$ cat config.mk
export PLATFORM = sky130hd
export DESIGN_NAME = lspcTop
export DESIGN_NICKNAME = d
export VERILOG_FILES = /design/src/lspcPkg.sv /design/src/lspcClockGen.sv /design/src/lspcVideoSync.sv /design/src/lspcCpuRegs.sv /design/src/lspcVramPort.sv /design/src/lspcAutoAnim.sv /design/src/lspcTop.sv
export SDC_FILE = /design/constraint.sdc
export NUM_CORES = 1
export LEC_CHECK = 0
export BUFFER_PORTS_ARGS = -buffer_cell sky130_fd_sc_hd__buf_2
export CELL_PAD_IN_SITES_DETAIL_PLACEMENT = 1
export CELL_PAD_IN_SITES_GLOBAL_PLACEMENT = 1
export CORE_ASPECT_RATIO = 0.6
export CORE_MARGIN = 4
export CORE_UTILIZATION = 43
export CTS_BUF_LIST = sky130_fd_sc_hd__clkbuf_8 sky130_fd_sc_hd__clkbuf_16
export CTS_CLUSTER_SIZE = 20
export DETAILED_ROUTE_END_ITERATION = 10
export GPL_TIMING_DRIVEN = 0
export PLACE_DENSITY = 0.86
export SLEW_MARGIN = 0
export SYNTH_ARGS = -nofsm -noshare
export SYNTH_HDL_FRONTEND = slang
export SYNTH_SLANG_ARGS = --single-unit
export TNS_END_PERCENT = 1
$ cat constraint.sdc
create_clock -name CLK -period 2.55 [get_ports CLK]
set_clock_uncertainty 0.05 [all_clocks]
set_input_delay 0 -clock CLK [delete_from_list [all_inputs] [get_ports CLK]]
set_output_delay 0 -clock CLK [all_outputs]
set_load 0.01 [all_outputs]
$ cat src/lspcPkg.sv
// LSPC shared definitions
// Video timing constants, CPU register offsets and word types
package lspcPkg;

	// ====================================================================
	// Word types
	// ====================================================================

	// CPU bus and VRAM data word
	typedef logic [15:0] cpuWord_t;
	// VRAM word address
	typedef logic [15:0] vramAddr_t;
	// Register word offset on the CPU side
	typedef logic [1:0]  cpuAddr_t;
	// Counters of the sync generator
	typedef logic [8:0]  pixelCount_t;
	typedef logic [8:0]  rasterCount_t;
	// Auto-animation tile index and pacing
	typedef logic [2:0]  aaCount_t;
	typedef logic [7:0]  aaSpeed_t;

	// ====================================================================
	// Video timing
	// ====================================================================

	// 6 MHz pixel clocks per line, lines per frame
	localparam int unsigned PixelsPerLine    = 384;
	localparam int unsigned LinesPerFrame    = 264;
	// Sync pulse widths, counted from line / frame start
	localparam int unsigned HSyncPixels      = 28;
	localparam int unsigned VSyncLines       = 8;
	// Active window, inclusive bounds
	localparam int unsigned ActiveFirstPixel = 30;
	localparam int unsigned ActiveLastPixel  = 349;
	localparam int unsigned ActiveFirstLine  = 16;
	localparam int unsigned ActiveLastLine   = 239;

	// ====================================================================
	// CPU register map (word offsets)
	// ====================================================================

	localparam cpuAddr_t RegVramAddr = 2'd0;
	localparam cpuAddr_t RegVramRw   = 2'd1;
	localparam cpuAddr_t RegVramMod  = 2'd2;
	localparam cpuAddr_t RegLspcMode = 2'd3;

endpackage

$ cat src/lspcClockGen.sv
// LSPC clock divider
// Derives 12/6/3/1.5 MHz one-cycle enables from the 24 MHz master clock
module lspcClockGen (
	input  logic CLK,
	input  logic nRESETP,
	output logic en12m,
	output logic en6m,
	output logic en3m,
	output logic en1m5
);

	// Free-running divider, bit n toggles at CLK / 2^(n+1)
	logic [3:0] divCount;

	always_ff @(posedge CLK or negedge nRESETP) begin
		if (!nRESETP) begin
			divCount <= '0;
		end else begin
			divCount <= divCount + 1'b1;
		end
	end

	// Strobe on the last state of each power-of-two period
	assign en12m = divCount[0];
	assign en6m  = &divCount[1:0];
	assign en3m  = &divCount[2:0];
	assign en1m5 = &divCount;

	// Slower strobes line up with a 12 MHz strobe
	assert property (@(posedge CLK) disable iff (!nRESETP)
		(en6m || en3m || en1m5) |-> en12m);

endmodule

$ cat src/lspcVideoSync.sv
// LSPC video sync generator
// Pixel/raster counters, HSYNC, VSYNC, CHBL, line FLIP and frame-start pulse
module lspcVideoSync (
	input  logic                  CLK,
	input  logic                  nRESETP,
	input  logic                  en6m,
	output logic                  HSYNC,
	output logic                  VSYNC,
	output logic                  CHBL,
	output logic                  FLIP,
	output logic                  frameStart,
	output lspcPkg::pixelCount_t  pixelCount,
	output lspcPkg::rasterCount_t rasterCount
);
	import lspcPkg::*;

	logic lineEnd;
	logic frameEnd;
	logic hActive;
	logic vActive;

	// Last pixel of the line, last line of the frame
	assign lineEnd  = en6m && (pixelCount == pixelCount_t'(PixelsPerLine - 1));
	assign frameEnd = lineEnd && (rasterCount == rasterCount_t'(LinesPerFrame - 1));

	// ====================================================================
	// Counters
	// ====================================================================

	always_ff @(posedge CLK or negedge nRESETP) begin
		if (!nRESETP) begin
			pixelCount <= '0;
		end else if (lineEnd) begin
			pixelCount <= '0;
		end else if (en6m) begin
			pixelCount <= pixelCount + 1'b1;
		end
	end

	// Raster advances on pixel wrap
	always_ff @(posedge CLK or negedge nRESETP) begin
		if (!nRESETP) begin
			rasterCount <= '0;
		end else if (frameEnd) begin
			rasterCount <= '0;
		end else if (lineEnd) begin
			rasterCount <= rasterCount + 1'b1;
		end
	end

	// Buffer select, flips at every new line
	always_ff @(posedge CLK or negedge nRESETP) begin
		if (!nRESETP) begin
			FLIP <= 1'b0;
		end else if (lineEnd) begin
			FLIP <= ~FLIP;
		end
	end

	// ====================================================================
	// Sync and blanking decode
	// ====================================================================

	// Sync pulses are low at the start of line / frame
	assign HSYNC = (pixelCount >= pixelCount_t'(HSyncPixels));
	assign VSYNC = (rasterCount >= rasterCount_t'(VSyncLines));

	assign hActive = (pixelCount >= pixelCount_t'(ActiveFirstPixel))
		&& (pixelCount <= pixelCount_t'(ActiveLastPixel));
	assign vActive = (rasterCount >= rasterCount_t'(ActiveFirstLine))
		&& (rasterCount <= rasterCount_t'(ActiveLastLine));
	// Blank outside either window
	assign CHBL = ~(hActive && vActive);

	// Same cycle as the raster wrap
	assign frameStart = frameEnd;

	// Counters stay inside the line and frame
	assert property (@(posedge CLK) disable iff (!nRESETP)
		pixelCount < pixelCount_t'(PixelsPerLine));
	assert property (@(posedge CLK) disable iff (!nRESETP)
		rasterCount < rasterCount_t'(LinesPerFrame));

endmodule

$ cat src/lspcCpuRegs.sv
// LSPC CPU register block
// Register decode, VRAMMOD/LSPCMODE storage and readback mux
module lspcCpuRegs (
	input  logic                  CLK,
	input  logic                  nRESETP,
	input  lspcPkg::cpuAddr_t     cpuAddr,
	input  lspcPkg::cpuWord_t     cpuWrData,
	input  logic                  cpuWe,
	input  lspcPkg::cpuWord_t     vramRdData,
	input  lspcPkg::rasterCount_t rasterCount,
	input  lspcPkg::aaCount_t     aaCount,
	output lspcPkg::cpuWord_t     cpuRdData,
	output logic                  addrLoad,
	output lspcPkg::vramAddr_t    addrValue,
	output logic                  dataWrite,
	output lspcPkg::cpuWord_t     dataValue,
	output lspcPkg::cpuWord_t     vramMod,
	output lspcPkg::aaSpeed_t     aaSpeed
);
	import lspcPkg::*;

	// ====================================================================
	// Write decode
	// ====================================================================

	// VRAMADDR write, pointer load
	assign addrLoad  = cpuWe && (cpuAddr == RegVramAddr);
	assign addrValue = vramAddr_t'(cpuWrData);

	// VRAMRW write, goes out as a VRAM write
	assign dataWrite = cpuWe && (cpuAddr == RegVramRw);
	assign dataValue = cpuWrData;

	// Stored registers
	always_ff @(posedge CLK or negedge nRESETP) begin
		if (!nRESETP) begin
			vramMod <= '0;
			aaSpeed <= '0;
		end else if (cpuWe) begin
			if (cpuAddr == RegVramMod) begin
				vramMod <= cpuWrData;
			end
			// Only the speed byte of LSPCMODE is kept
			if (cpuAddr == RegLspcMode) begin
				aaSpeed <= cpuWrData[15:8];
			end
		end
	end

	// ====================================================================
	// Read mux
	// ====================================================================

	always_comb begin
		unique case (cpuAddr)
			// Both VRAM offsets read the word at the pointer
			RegVramAddr: cpuRdData = vramRdData;
			RegVramRw:   cpuRdData = vramRdData;
			RegVramMod:  cpuRdData = vramMod;
			// Raster line up top, tile index at the bottom
			RegLspcMode: cpuRdData = {rasterCount, 4'b0000, aaCount};
			default:     cpuRdData = '0;
		endcase
	end

endmodule

$ cat src/lspcVramPort.sv
// LSPC VRAM access port
// Address pointer, registered write strobe and modulo auto-increment
module lspcVramPort (
	input  logic               CLK,
	input  logic               nRESETP,
	input  logic               addrLoad,
	input  lspcPkg::vramAddr_t addrValue,
	input  logic               dataWrite,
	input  lspcPkg::cpuWord_t  dataValue,
	input  lspcPkg::cpuWord_t  vramMod,
	output lspcPkg::vramAddr_t vramAddr,
	output lspcPkg::cpuWord_t  vramWrData,
	output logic               vramWe
);
	import lspcPkg::*;

	vramAddr_t pointer;

	// Pointer drives the memory address directly
	assign vramAddr = pointer;

	// CPU load wins over auto-increment
	// Increment lands at the end of the write cycle, 16-bit wrap
	always_ff @(posedge CLK or negedge nRESETP) begin
		if (!nRESETP) begin
			pointer <= '0;
		end else if (addrLoad) begin
			pointer <= addrValue;
		end else if (vramWe) begin
			pointer <= pointer + vramAddr_t'(vramMod);
		end
	end

	// Write strobe, one CLK after the CPU strobe
	always_ff @(posedge CLK or negedge nRESETP) begin
		if (!nRESETP) begin
			vramWe <= 1'b0;
		end else begin
			vramWe <= dataWrite;
		end
	end

	// Write data captured with the strobe
	always_ff @(posedge CLK) begin
		if (dataWrite) begin
			vramWrData <= dataValue;
		end
	end

	// Back-to-back VRAMRW writes would skip an increment
	assert property (@(posedge CLK) disable iff (!nRESETP)
		vramWe |=> !vramWe);

endmodule

$ cat src/lspcAutoAnim.sv
// LSPC auto-animation counter
// 3-bit tile index advanced every aaSpeed+1 frames
module lspcAutoAnim (
	input  logic              CLK,
	input  logic              nRESETP,
	input  logic              frameStart,
	input  lspcPkg::aaSpeed_t aaSpeed,
	output lspcPkg::aaCount_t aaCount
);
	import lspcPkg::*;

	// Frames left before the next tile step
	aaSpeed_t frameDiv;

	// Reload and step on zero, else count down
	always_ff @(posedge CLK or negedge nRESETP) begin
		if (!nRESETP) begin
			frameDiv <= '0;
			aaCount  <= '0;
		end else if (frameStart) begin
			if (frameDiv == '0) begin
				frameDiv <= aaSpeed;
				// Wraps 7 -> 0
				aaCount  <= aaCount + 1'b1;
			end else begin
				frameDiv <= frameDiv - 1'b1;
			end
		end
	end

endmodule

$ cat src/lspcTop.sv
// LSPC video timing and CPU register top level
// Clock divider, sync generator, registers, VRAM port and auto-animation
module lspcTop (
	input  logic               CLK,
	input  logic               nRESETP,
	input  lspcPkg::cpuAddr_t  cpuAddr,
	input  lspcPkg::cpuWord_t  cpuWrData,
	input  logic               cpuWe,
	input  lspcPkg::cpuWord_t  vramRdData,
	output lspcPkg::cpuWord_t  cpuRdData,
	output lspcPkg::vramAddr_t vramAddr,
	output lspcPkg::cpuWord_t  vramWrData,
	output logic               vramWe,
	output logic               HSYNC,
	output logic               VSYNC,
	output logic               CHBL,
	output logic               FLIP
);
	import lspcPkg::*;

	// Timing
	logic         en6m;
	logic         frameStart;
	rasterCount_t rasterCount;

	// Register block to VRAM port and animation
	logic         addrLoad;
	vramAddr_t    addrValue;
	logic         dataWrite;
	cpuWord_t     dataValue;
	cpuWord_t     vramMod;
	aaSpeed_t     aaSpeed;
	aaCount_t     aaCount;

	// Only the pixel strobe is needed here
	lspcClockGen uClockGen (
		.CLK     (CLK),
		.nRESETP (nRESETP),
		.en12m   (),
		.en6m    (en6m),
		.en3m    (),
		.en1m5   ()
	);

	// Pixel count feeds no block yet
	lspcVideoSync uVideoSync (
		.CLK         (CLK),
		.nRESETP     (nRESETP),
		.en6m        (en6m),
		.HSYNC       (HSYNC),
		.VSYNC       (VSYNC),
		.CHBL        (CHBL),
		.FLIP        (FLIP),
		.frameStart  (frameStart),
		.pixelCount  (),
		.rasterCount (rasterCount)
	);

	lspcCpuRegs uCpuRegs (
		.CLK         (CLK),
		.nRESETP     (nRESETP),
		.cpuAddr     (cpuAddr),
		.cpuWrData   (cpuWrData),
		.cpuWe       (cpuWe),
		.vramRdData  (vramRdData),
		.rasterCount (rasterCount),
		.aaCount     (aaCount),
		.cpuRdData   (cpuRdData),
		.addrLoad    (addrLoad),
		.addrValue   (addrValue),
		.dataWrite   (dataWrite),
		.dataValue   (dataValue),
		.vramMod     (vramMod),
		.aaSpeed     (aaSpeed)
	);

	lspcVramPort uVramPort (
		.CLK        (CLK),
		.nRESETP    (nRESETP),
		.addrLoad   (addrLoad),
		.addrValue  (addrValue),
		.dataWrite  (dataWrite),
		.dataValue  (dataValue),
		.vramMod    (vramMod),
		.vramAddr   (vramAddr),
		.vramWrData (vramWrData),
		.vramWe     (vramWe)
	);

	lspcAutoAnim uAutoAnim (
		.CLK        (CLK),
		.nRESETP    (nRESETP),
		.frameStart (frameStart),
		.aaSpeed    (aaSpeed),
		.aaCount    (aaCount)
	);

endmodule

==> results of run 1 <==
[layer usage]
layer | vias up | GRT usage, %
met1 | 2138 | 34.3
met3 | 13 | 5.23
met4 | 0 | 5.53
met2 | 135 | 37.1
li1 | 1917 | -
met5 | - | 0
[power by group]
part / internal (mW) / switching, mW / total (mW)
sequential: 1.65 / 0.197 / 1.85
clock: 0.856 / 0.580 / 1.44
combinational: 0.821 / 1.07 / 1.89
total: 3.33 / 1.85 / 5.17
[final timing paths]
path                                           endpoint  slack [ns]
worst max-delay path             uVramPort.vramAddr[10]        0.06
worst min-delay path              uVramPort.vramAddr[3]        0.07
worst max register to register   uVramPort.vramAddr[10]        0.06
worst min register to register    uClockGen.divCount[0]        0.38
max in group asynchronous         uClockGen.divCount[0]        1.80
min in group CLK                uVramPort.vramWrData[3]        0.14
[worst register-to-register path, stage by stage, from the launching register on]
cell,delay (ns)
sky130_fd_sc_hd__dfrtp_1,0.41
sky130_fd_sc_hd__ha_1,0.26
sky130_fd_sc_hd__fa_2,0.38
sky130_fd_sc_hd__a21o_1,0.23
sky130_fd_sc_hd__a221o_1,0.38
sky130_fd_sc_hd__nand4_1,0.18
sky130_fd_sc_hd__nand2_1,0.10
sky130_fd_sc_hd__xor2_1,0.15
sky130_fd_sc_hd__a31o_2,0.25
[cells by family (layout without fill, tap and decap cells)]
logic type	after synthesis	count (layout)	synth area share [%]
buf+inv	33	155	2.71
flops	89	89	47.6
mux	47	47	10.4
fa+ha+maj	25	25	6.61
compound gates	115	115	14.1
simple gates	130	130	13.7
xor+xnor	27	27	4.88
[flip-flops by register name, summed over array words and instances (netlist names)]
signal and cells:
uAutoAnim.aaCount 3, uAutoAnim.frameDiv 8, uClockGen.divCount 2, uCpuRegs.aaSpeed 8, uCpuRegs.vramMod 16, uVideoSync.FLIP 1, uVideoSync.pixelCount 9, uVideoSync.rasterCount 9
uVramPort.vramAddr 16, uVramPort.vramWe 1, uVramPort.vramWrData 16
[area by class of cell]
class	count	area share (%)
repair buffers	106	10.8
plain buffers	17	1.19
clock inverters	7	1.59
inverters	16	1.00
multi-input cells	344	40.3
flip-flops and latches	89	38.5
clock buffers	9	3.76
well taps	139	2.90
[layout by cell type (no fill, tap or decap), drive strengths merged, types with 3 or more instances in the layout]
cell type and n:
o21ai 44, nand3 14, a31oi 3, a21oi 36
buf 91, nand2b 3, xnor2 18, nand2 44
mux2i 21, o31ai 3, nand4 9, nor3b 6
and3 4, nor2b 3, dfrtp 73, nor3 4
dlygate4sd3 17, clkbuf 24, a21o 9, mux2 26
xor2 9, nor2 26, edfxtp 16, ha 24
or3 6, inv 16, clkinvlp 4, nand3b 3
[what timing repair did]
| action | CTS | global route |
|---|---|---|
| hold buffers | 17 | 0 |
| setup endpoints to repair | 0 | 8 |
| resized for setup | 0 | 4 |
| endpoints found under the hold margin | 128 | 0 |
| buffers inserted | 0 | 0 |
==> PnR_summary.wiki, run 1 <==
{| class="wikitable"
! Metric !! Value
|-
| First-pass DRT Iterations || 5
|-
| Initial DRC Count || about 280
|-
| Vias per cell || a little under 6
|-
| Actual slew at the worst max-slew pin || between 1 and 1.5 ns
|-
| Met2 routed WL || a little over 7000 microns
|-
| Height of the die || 90.2 microns
|-
| Non-Filler Instances || 727
|-
| Clock latency reported for the late side of the worst-skew pair || 0.35 ns
|-
| Number of storage elements in the synthesis netlist || 89
|-
| Critical path start-end classification || flop to flop
|-
| Area occupied by multi-input gates || 0.00241 sq mm
|-
| Layout Nets || roughly 650
|-
| Status || complete, no violations
|-
| Category of the worst setup path launch point || flop
|-
| Cell area after placement || 0.00550 sq mm
|-
| Number of placement rows || 29
|-
| Count of buffer and inverter cells on the critical path || 0
|-
| Startpoint of the worst-slack reg-to-reg timing path || uVramPort.vramAddr[0]
|-
| Fraction of layout instances using a drive strength above 1 || about 24%
|-
| Met1 WL || roughly 7300 microns
|-
| I/O pins || 90
|-
| DP Worst Slack || between 0.03 and 0.04 ns
|-
| Highest signal layer in the routed design || met4
|-
| Top cells by area in the synthesized netlist || sky130_fd_sc_hd__dfrtp_1 38%, sky130_fd_sc_hd__edfxtp_1 9.9%, sky130_fd_sc_hd__ha_1 6.2%, sky130_fd_sc_hd__mux2_2 6.0%, sky130_fd_sc_hd__o21ai_0 4.4%
|-
| Critical-path cell with the highest stage delay || sky130_fd_sc_hd__dfrtp_1
|-
| Kind of cell with the highest combined delay on the critical path || compound AO/OA/AOI/OAI gates
|-
| Total of endpoints with negative setup slack in the final report || 0
|-
| H-tree level count || 3
|-
| Synthesized area per cell || approximately 10 sq um
|-
| Clock root buffer || sky130_fd_sc_hd__clkbuf_16
|-
| # placed instances || 694
|-
| Number of warnings issued by yosys || 0
|-
| N_diodes || 0
|-
| Num CTS Buffers || 9
|-
| Cell Area, Synth || just under 0.005 sq mm
|-
| Post-route cell area || between 0.005 and 0.006 sq mm
|-
| Post-detailed-route count of antenna-violating nets || 0
|-
| Number of buffers on the longest clock path || 2
|-
| Starting density of the core || between 40 and 50%
|-
| Clock net sink count || between 80 and 90
|-
| Top cell type's share of synthesized area || a little under two fifths
|-
| Length in cells of the worst reg-to-reg path || 8
|-
| Via count of the first global-routing pass || about 4400
|-
| Number of pins with negative max-slew slack in the final report || 0
|-
| Global-route wire length before repair || 24900 microns
|-
| Post-layout total power || approximately 5.2 mW
|-
| Nets in the synthesized netlist || 528
|-
| Biggest cell delay along the critical path || 0.41 ns
|-
| Series of cell instances along the critical path || ha_1 -> fa_2 -> a21o_1 -> a221o_1 -> nand4_1 -> nand2_1 -> xor2_1 -> a31o_2
|-
| Overall die area || roughly 0.013 sq mm
|-
| Count of unresolved DRC violations after routing || 0
|-
| Post-synthesis cell type with the largest combined area || sky130_fd_sc_hd__dfrtp_1
|-
| Distinct cell type count of the synthesized netlist || between 50 and 60
|-
| Critical Path Stages || 8
|-
| Origin of the worst setup path || uVramPort.vramAddr[0]
|-
| Area grow syn2layout || 23.7%
|-
| Quantity of I/O buffers inserted on ports || 87
|-
| Data arrival time of the critical path || 2.68 ns
|-
| Sum of overflow across all layers after global routing || 0
|-
| Sequential Area || ~0.0023 sq mm
|-
| Fraction of registers with async set or reset after synthesis || slightly above 80%
|-
| Required time worst endpoint || roughly 2.7 ns
|-
| Number of max-cap violations || 0
|-
| Total global-route track usage || about a quarter
|-
| FMAX || around 400 MHz
|-
| Area of the core || ~0.011 sq mm
|-
| Leakage || approximately 2.7 nW
|-
| Worst Hold Class || input pin to asynchronous set/reset pin
|-
| Final setup TNS || 0 ns
|-
| Post-Route WL || ~15000 microns
|-
| Detail Route met3 WL || 898 microns
|-
| Worst voltage drop across the vdd grid || about 0.45 mV
|-
| Antenna violations before repair || 0
|-
| Fin crit period || around 2.5 ns
|-
| Proportion of synthesized chip area in sequential cells || a little under half
|-
| Clock tree from TritonCTS || yes
|-
| Category of the worst setup path capture point || flop
|-
| Part of the cycle the worst path needs || between 90 and 100%
|-
| Pwr/cell area || between 800 and 900 mW/mm^2
|-
| Commonest cells post-synth || 73 x sky130_fd_sc_hd__dfrtp_1, 44 x sky130_fd_sc_hd__nand2_1, 43 x sky130_fd_sc_hd__o21ai_0
|-
| Top FF cell, synth || sky130_fd_sc_hd__dfrtp_1
|-
| Most common cell in the netlist || sky130_fd_sc_hd__dfrtp_1
|-
| Horizontal extent of the die || roughly 150 microns
|-
| Routed wire length per instance || roughly 21 microns
|-
| Clock-pin slew on the worst setup and hold paths || ~0.060 ns
|-
| Highest net fanout along the worst path || 3
|-
| Slew Limit Headroom || 32.4%
|-
| Total number of vias || 4203
|-
| Number of fillers in the final layout || roughly 1200
|-
| Hold Vio Cnt, Final || 0
|-
| Fin worst setup slack || 0.0573 ns
|-
| Maximum number of pins on one net before global-route repair || 50
|-
| Unrepaired setup endpoints after global routing || yes
|-
| Post-synthesis instance total || approximately 470
|-
| Post-detailed-placement half-perimeter wirelength || around 12000 microns
|-
| Global placement routability congestion || 0.922
|-
| Number of enable flip-flop cells after synthesis || 16
|-
| Worst hold margin || slightly below 0.07 ns
|-
| Utilization after layout || between 50% and 60%
|}
(Power assumes the default switching activity.)
==> inputs of run 2 (changes only) <==
--- a/config.mk
+++ b/config.mk
@@ -8,7 +8,6 @@
 export BUFFER_PORTS_ARGS = -buffer_cell sky130_fd_sc_hd__buf_2
 export CELL_PAD_IN_SITES_DETAIL_PLACEMENT = 1
 export CELL_PAD_IN_SITES_GLOBAL_PLACEMENT = 1
-export CORE_ASPECT_RATIO = 0.6
 export CORE_MARGIN = 4
 export CORE_UTILIZATION = 43
 export CTS_BUF_LIST = sky130_fd_sc_hd__clkbuf_8 sky130_fd_sc_hd__clkbuf_16
==> run 2 against run 1 <==
  * Flip-flop and latch count stayed put
  * Power is 2.8% lower
  * Worst setup slack better by 0.025 ns
  * Worst hold slack worse by 0.031 ns
  * Wire length is 3.6% lower
  * First-iteration DRC count is 29% lower
  * Critical path type unchanged
  * Global-route usage is 0.11 points higher
  * Largest cell class unchanged
  * Cell count is 0.28% higher
  * Register-to-register slack better by 0.02 ns
  * Critical endpoint unchanged
  * Largest power group is now sequential cells
  * Combinational power hardly changed
  * Via count is 2.2% lower
  * Core utilization is 0.96 points lower
==> PnR_summary.wiki, run 2 (synthesis results as in run 1) <==
{| class="wikitable"
! Metric !! Value
|-
| H-tree level count || 3 (unchanged)
|-
| Reg-to-reg slack, setup || 0.08 ns (+0.02 ns)
|-
| First-pass DRT Iterations || 4 (-1)
|-
| Leakage || 2.73 nW (about the same)
|-
| Post-layout total power || 5.03 mW (-2.8%)
|-
| Number of stages on the worst hold path || 3
|-
| Top library cells by usage in the layout, fill and taps aside || 86 x sky130_fd_sc_hd__buf_2, 72 x sky130_fd_sc_hd__dfrtp_1, 44 x sky130_fd_sc_hd__nand2_1, 43 x sky130_fd_sc_hd__o21ai_0, 35 x sky130_fd_sc_hd__a21oi_1
|-
| Share of power burned in combinational logic || 36.9% (+0.3 points)
|-
| Area grow syn2layout || 23.4%
|-
| Count of buffer and inverter cells on the critical path || 0 (unchanged)
|-
| Clock net sink count || 89 (unchanged)
|-
| Most frequent standard cell in the layout excluding fill and tap cells || sky130_fd_sc_hd__buf_2
|-
| Critical path start-end classification || flop to flop
|-
| Post-route cell area || 0.00598 sq mm (-0.27%)
|-
| Clock-pin slew on the worst setup and hold paths || 0.06 ns (about the same)
|-
| Status || complete, no violations
|-
| Sequential Area || 0.00231 sq mm (about the same)
|-
| Layout Nets || 646 (+0.16%)
|-
| Number of pins with negative max-slew slack in the final report || 0 (unchanged)
|-
| Pwr/cell area || 842 mW/mm^2 (-2.5%)
|-
| Number of buffers on the longest clock path || 2 (unchanged)
|-
| Number of placement rows || 38 (+31%)
|-
| Worst voltage drop across the vdd grid || 0.331 mV (-27%)
|-
| I/O pins || 90 (unchanged)
|-
| Maximum number of pins on one net before global-route repair || 73 (+46%)
|-
| Clock group share of total power || 26.1% (-1.7 points)
|-
| Number of fillers in the final layout || 1256 (+4.0%)
|-
| Routed wire length per instance || 20.4 microns (-3.8%)
|-
| Slew Limit Headroom || 29.1% (-3.3 points)
|-
| Sum of overflow across all layers after global routing || 0 (unchanged)
|-
| Clock latency reported for the late side of the worst-skew pair || 0.35 ns (about the same)
|-
| Total global-route track usage || 24.0% (+0.11 points)
|-
| Actual slew at the worst max-slew pin || 1.06 ns (+0.0496 ns)
|-
| Data arrival time of the critical path || 2.65 ns (-0.03 ns)
|-
| Category of the worst setup path launch point || flop
|-
| Post-Route WL || 14900 microns (-3.6%)
|-
| Net load switching power || 1.84 mW (-0.41%)
|-
| Series of cell instances along the critical path || ha_1 -> fa_2 -> a21o_1 -> a221o_1 -> nand4_1 -> nand2_1 -> xor2_1 -> a31o_2
|-
| FMAX || 405 MHz (+1.0%)
|-
| Fraction of layout instances using a drive strength above 1 || 24.4% (+0.30 points)
|-
| Category of the worst setup path capture point || flop
|-
| Required time worst endpoint || 2.73 ns (about the same)
|-
| Horizontal extent of the die || 114 microns (-21%)
|-
| Sw frac || 36.6% (+0.87 points)
|-
| Vias per cell || 5.64 (-2.5%)
|-
| Part of the cycle the worst path needs || 96.8% (-0.98 points)
|-
| Initial DRC Count || 196 (-29%)
|-
| HP Start || cpuWe
|-
| Area of the core || 0.0109 sq mm (+1.5%)
|-
| Num CTS Buffers || 9 (unchanged)
|-
| Internal power || 3.19 mW (-4.1%)
|-
| Quantity of I/O buffers inserted on ports || 87 (unchanged)
|-
| Worst Hold Class || input pin to flop
|-
| Antenna violations before repair || 0 (unchanged)
|-
| Total number of vias || 4110 (-2.2%)
|-
| Unrepaired setup endpoints after global routing || yes
|-
| Cell area after placement || 0.00550 sq mm (about the same)
|-
| Count of buffers added by post-CTS timing repair for setup || 0 (unchanged)
|-
| Hold worst-path end || uVramPort.vramWe
|-
| Post-detailed-placement half-perimeter wirelength || 10800 microns (-7.0%)
|-
| Power share of the sequential group || 37.0% (+1.3 points)
|-
| Kind of cell with the highest combined delay on the critical path || compound AO/OA/AOI/OAI gates
|-
| Clock tree from TritonCTS || yes
|-
| Endpoint of the worst-slack reg-to-reg timing path || uVramPort.vramAddr[10]
|-
| Critical-path cell with the highest stage delay || sky130_fd_sc_hd__dfrtp_2
|-
| Area occupied by multi-input gates || 0.00242 sq mm (+0.10%)
|-
| Clock root buffer || sky130_fd_sc_hd__clkbuf_16
|-
| Hold Vio Cnt, Final || 0 (unchanged)
|-
| Global placement routability congestion || 0.908 (-1.5%)
|-
| Count of unresolved DRC violations after routing || 0 (unchanged)
|-
| Length in cells of the worst reg-to-reg path || 8 (unchanged)
|-
| Biggest cell delay along the critical path || 0.44 ns (+0.03 ns)
|-
| Fin crit period || 2.47 ns (-0.0249 ns)
|-
| Starting density of the core || 44.3% (-0.65 points)
|-
| Post-detailed-route count of antenna-violating nets || 0 (unchanged)
|-
| Total of endpoints with negative setup slack in the final report || 0 (unchanged)
|-
| Number of max-cap violations || 0 (unchanged)
|-
| Startpoint of the worst-slack reg-to-reg timing path || uCpuRegs.vramMod[0]
|-
| Via count of the first global-routing pass || 4516 (+2.1%)
|-
| N_diodes || 0 (unchanged)
|-
| Highest net fanout along the worst path || 3 (unchanged)
|-
| Global-route wire length before repair || 24300 microns (-2.2%)
|-
| Height of the die || 114 microns (+27%)
|-
| Overall die area || 0.0130 sq mm (-0.42%)
|}
-- run 2: changes by cell type in the layout (fill, tap and decap cells not counted), moves of 2 or more --
cell and change:
sky130_fd_sc_hd__o21ai_0 +2, sky130_fd_sc_hd__clkbuf_8 +2, sky130_fd_sc_hd__clkinvlp_4 -3, sky130_fd_sc_hd__bufinv_16 -2, sky130_fd_sc_hd__o21ai_1 -2, sky130_fd_sc_hd__inv_6 +2
-- run 2: metal layers --
layer	part of all wire [%]	wire, microns	global-route usage (%)
met4	2.4	361	9.82
met2	49	7370	40.9
met1	43	6460	30.4
met3	4.8	709	3.70
met5	0	0	0
-- run 2: per-stage QoR --
step                hold WS [ns]  cells  TNS (ns)  utilization, %  worst slack (ns)
CTS                       0.0353    729         0            54.6            0.0244
floorplan                 -0.346    466         0               -             0.274
global route              0.0733    729   -0.0270            54.7           -0.0270
detailed placement        -0.246    695         0            50.3            0.0768
finish                    0.0364    729         0            54.7            0.0821
global placement           0.155    693     -3.14            49.9            -0.194
-- run 2: layout make-up --
type | instances | share of cell area [%]
plain buffers | 17 | 1.19
clock buffers | 11 | 4.23
clock inverters | 5 | 0.607
inverters | 16 | 1.00
multi-input cells | 344 | 40.4
flip-flops and latches | 89 | 38.6
well taps | 140 | 2.93
repair buffers | 107 | 11.0
-- run 2: worst register-to-register path, stage by stage (launching register included) --
cell and delay, ns:
sky130_fd_sc_hd__dfrtp_2 0.44, sky130_fd_sc_hd__ha_1 0.23, sky130_fd_sc_hd__fa_2 0.37, sky130_fd_sc_hd__a21o_1 0.21, sky130_fd_sc_hd__a221o_1 0.36, sky130_fd_sc_hd__nand4_1 0.19
sky130_fd_sc_hd__nand2_1 0.10, sky130_fd_sc_hd__xor2_1 0.15, sky130_fd_sc_hd__a31o_2 0.26
-- run 2: repair_timing --
item                                    in CTS  in global routing
resized for setup                            0                  4
endpoints found under the setup margin       0                  7
hold endpoints to repair                   128                  0
hold buffers                                18                  0
-- run 2: power groups by stage --
stage	logic (mW)	registers, mW	clock network, mW
5_1_grt	2.04	1.89	1.38
6_report	1.86	1.86	1.31
2_1_floorplan	1.18	1.87	0
3_5_place_dp	1.78	1.88	0
3_3_place_gp	1.66	1.86	0
4_1_cts	1.85	1.86	1.33
-- run 2: how the worst max path moves through the flow --
stage / start / to / slack, ns / cells past startpoint
floorplan: uVramPort.vramAddr[0] / uVramPort.vramAddr[10] / 0.27 / 8
global placement: cpuAddr[0] / uVramPort.vramWrData[10] / -0.19 / 4
detailed placement: uCpuRegs.vramMod[0] / uVramPort.vramAddr[10] / 0.08 / 8
CTS: uCpuRegs.vramMod[0] / uVramPort.vramAddr[10] / 0.02 / 8
global route: uVideoSync.rasterCount[5] / uAutoAnim.frameDiv[6] / -0.03 / 6
finish: uCpuRegs.vramMod[0] / uVramPort.vramAddr[10] / 0.08 / 8
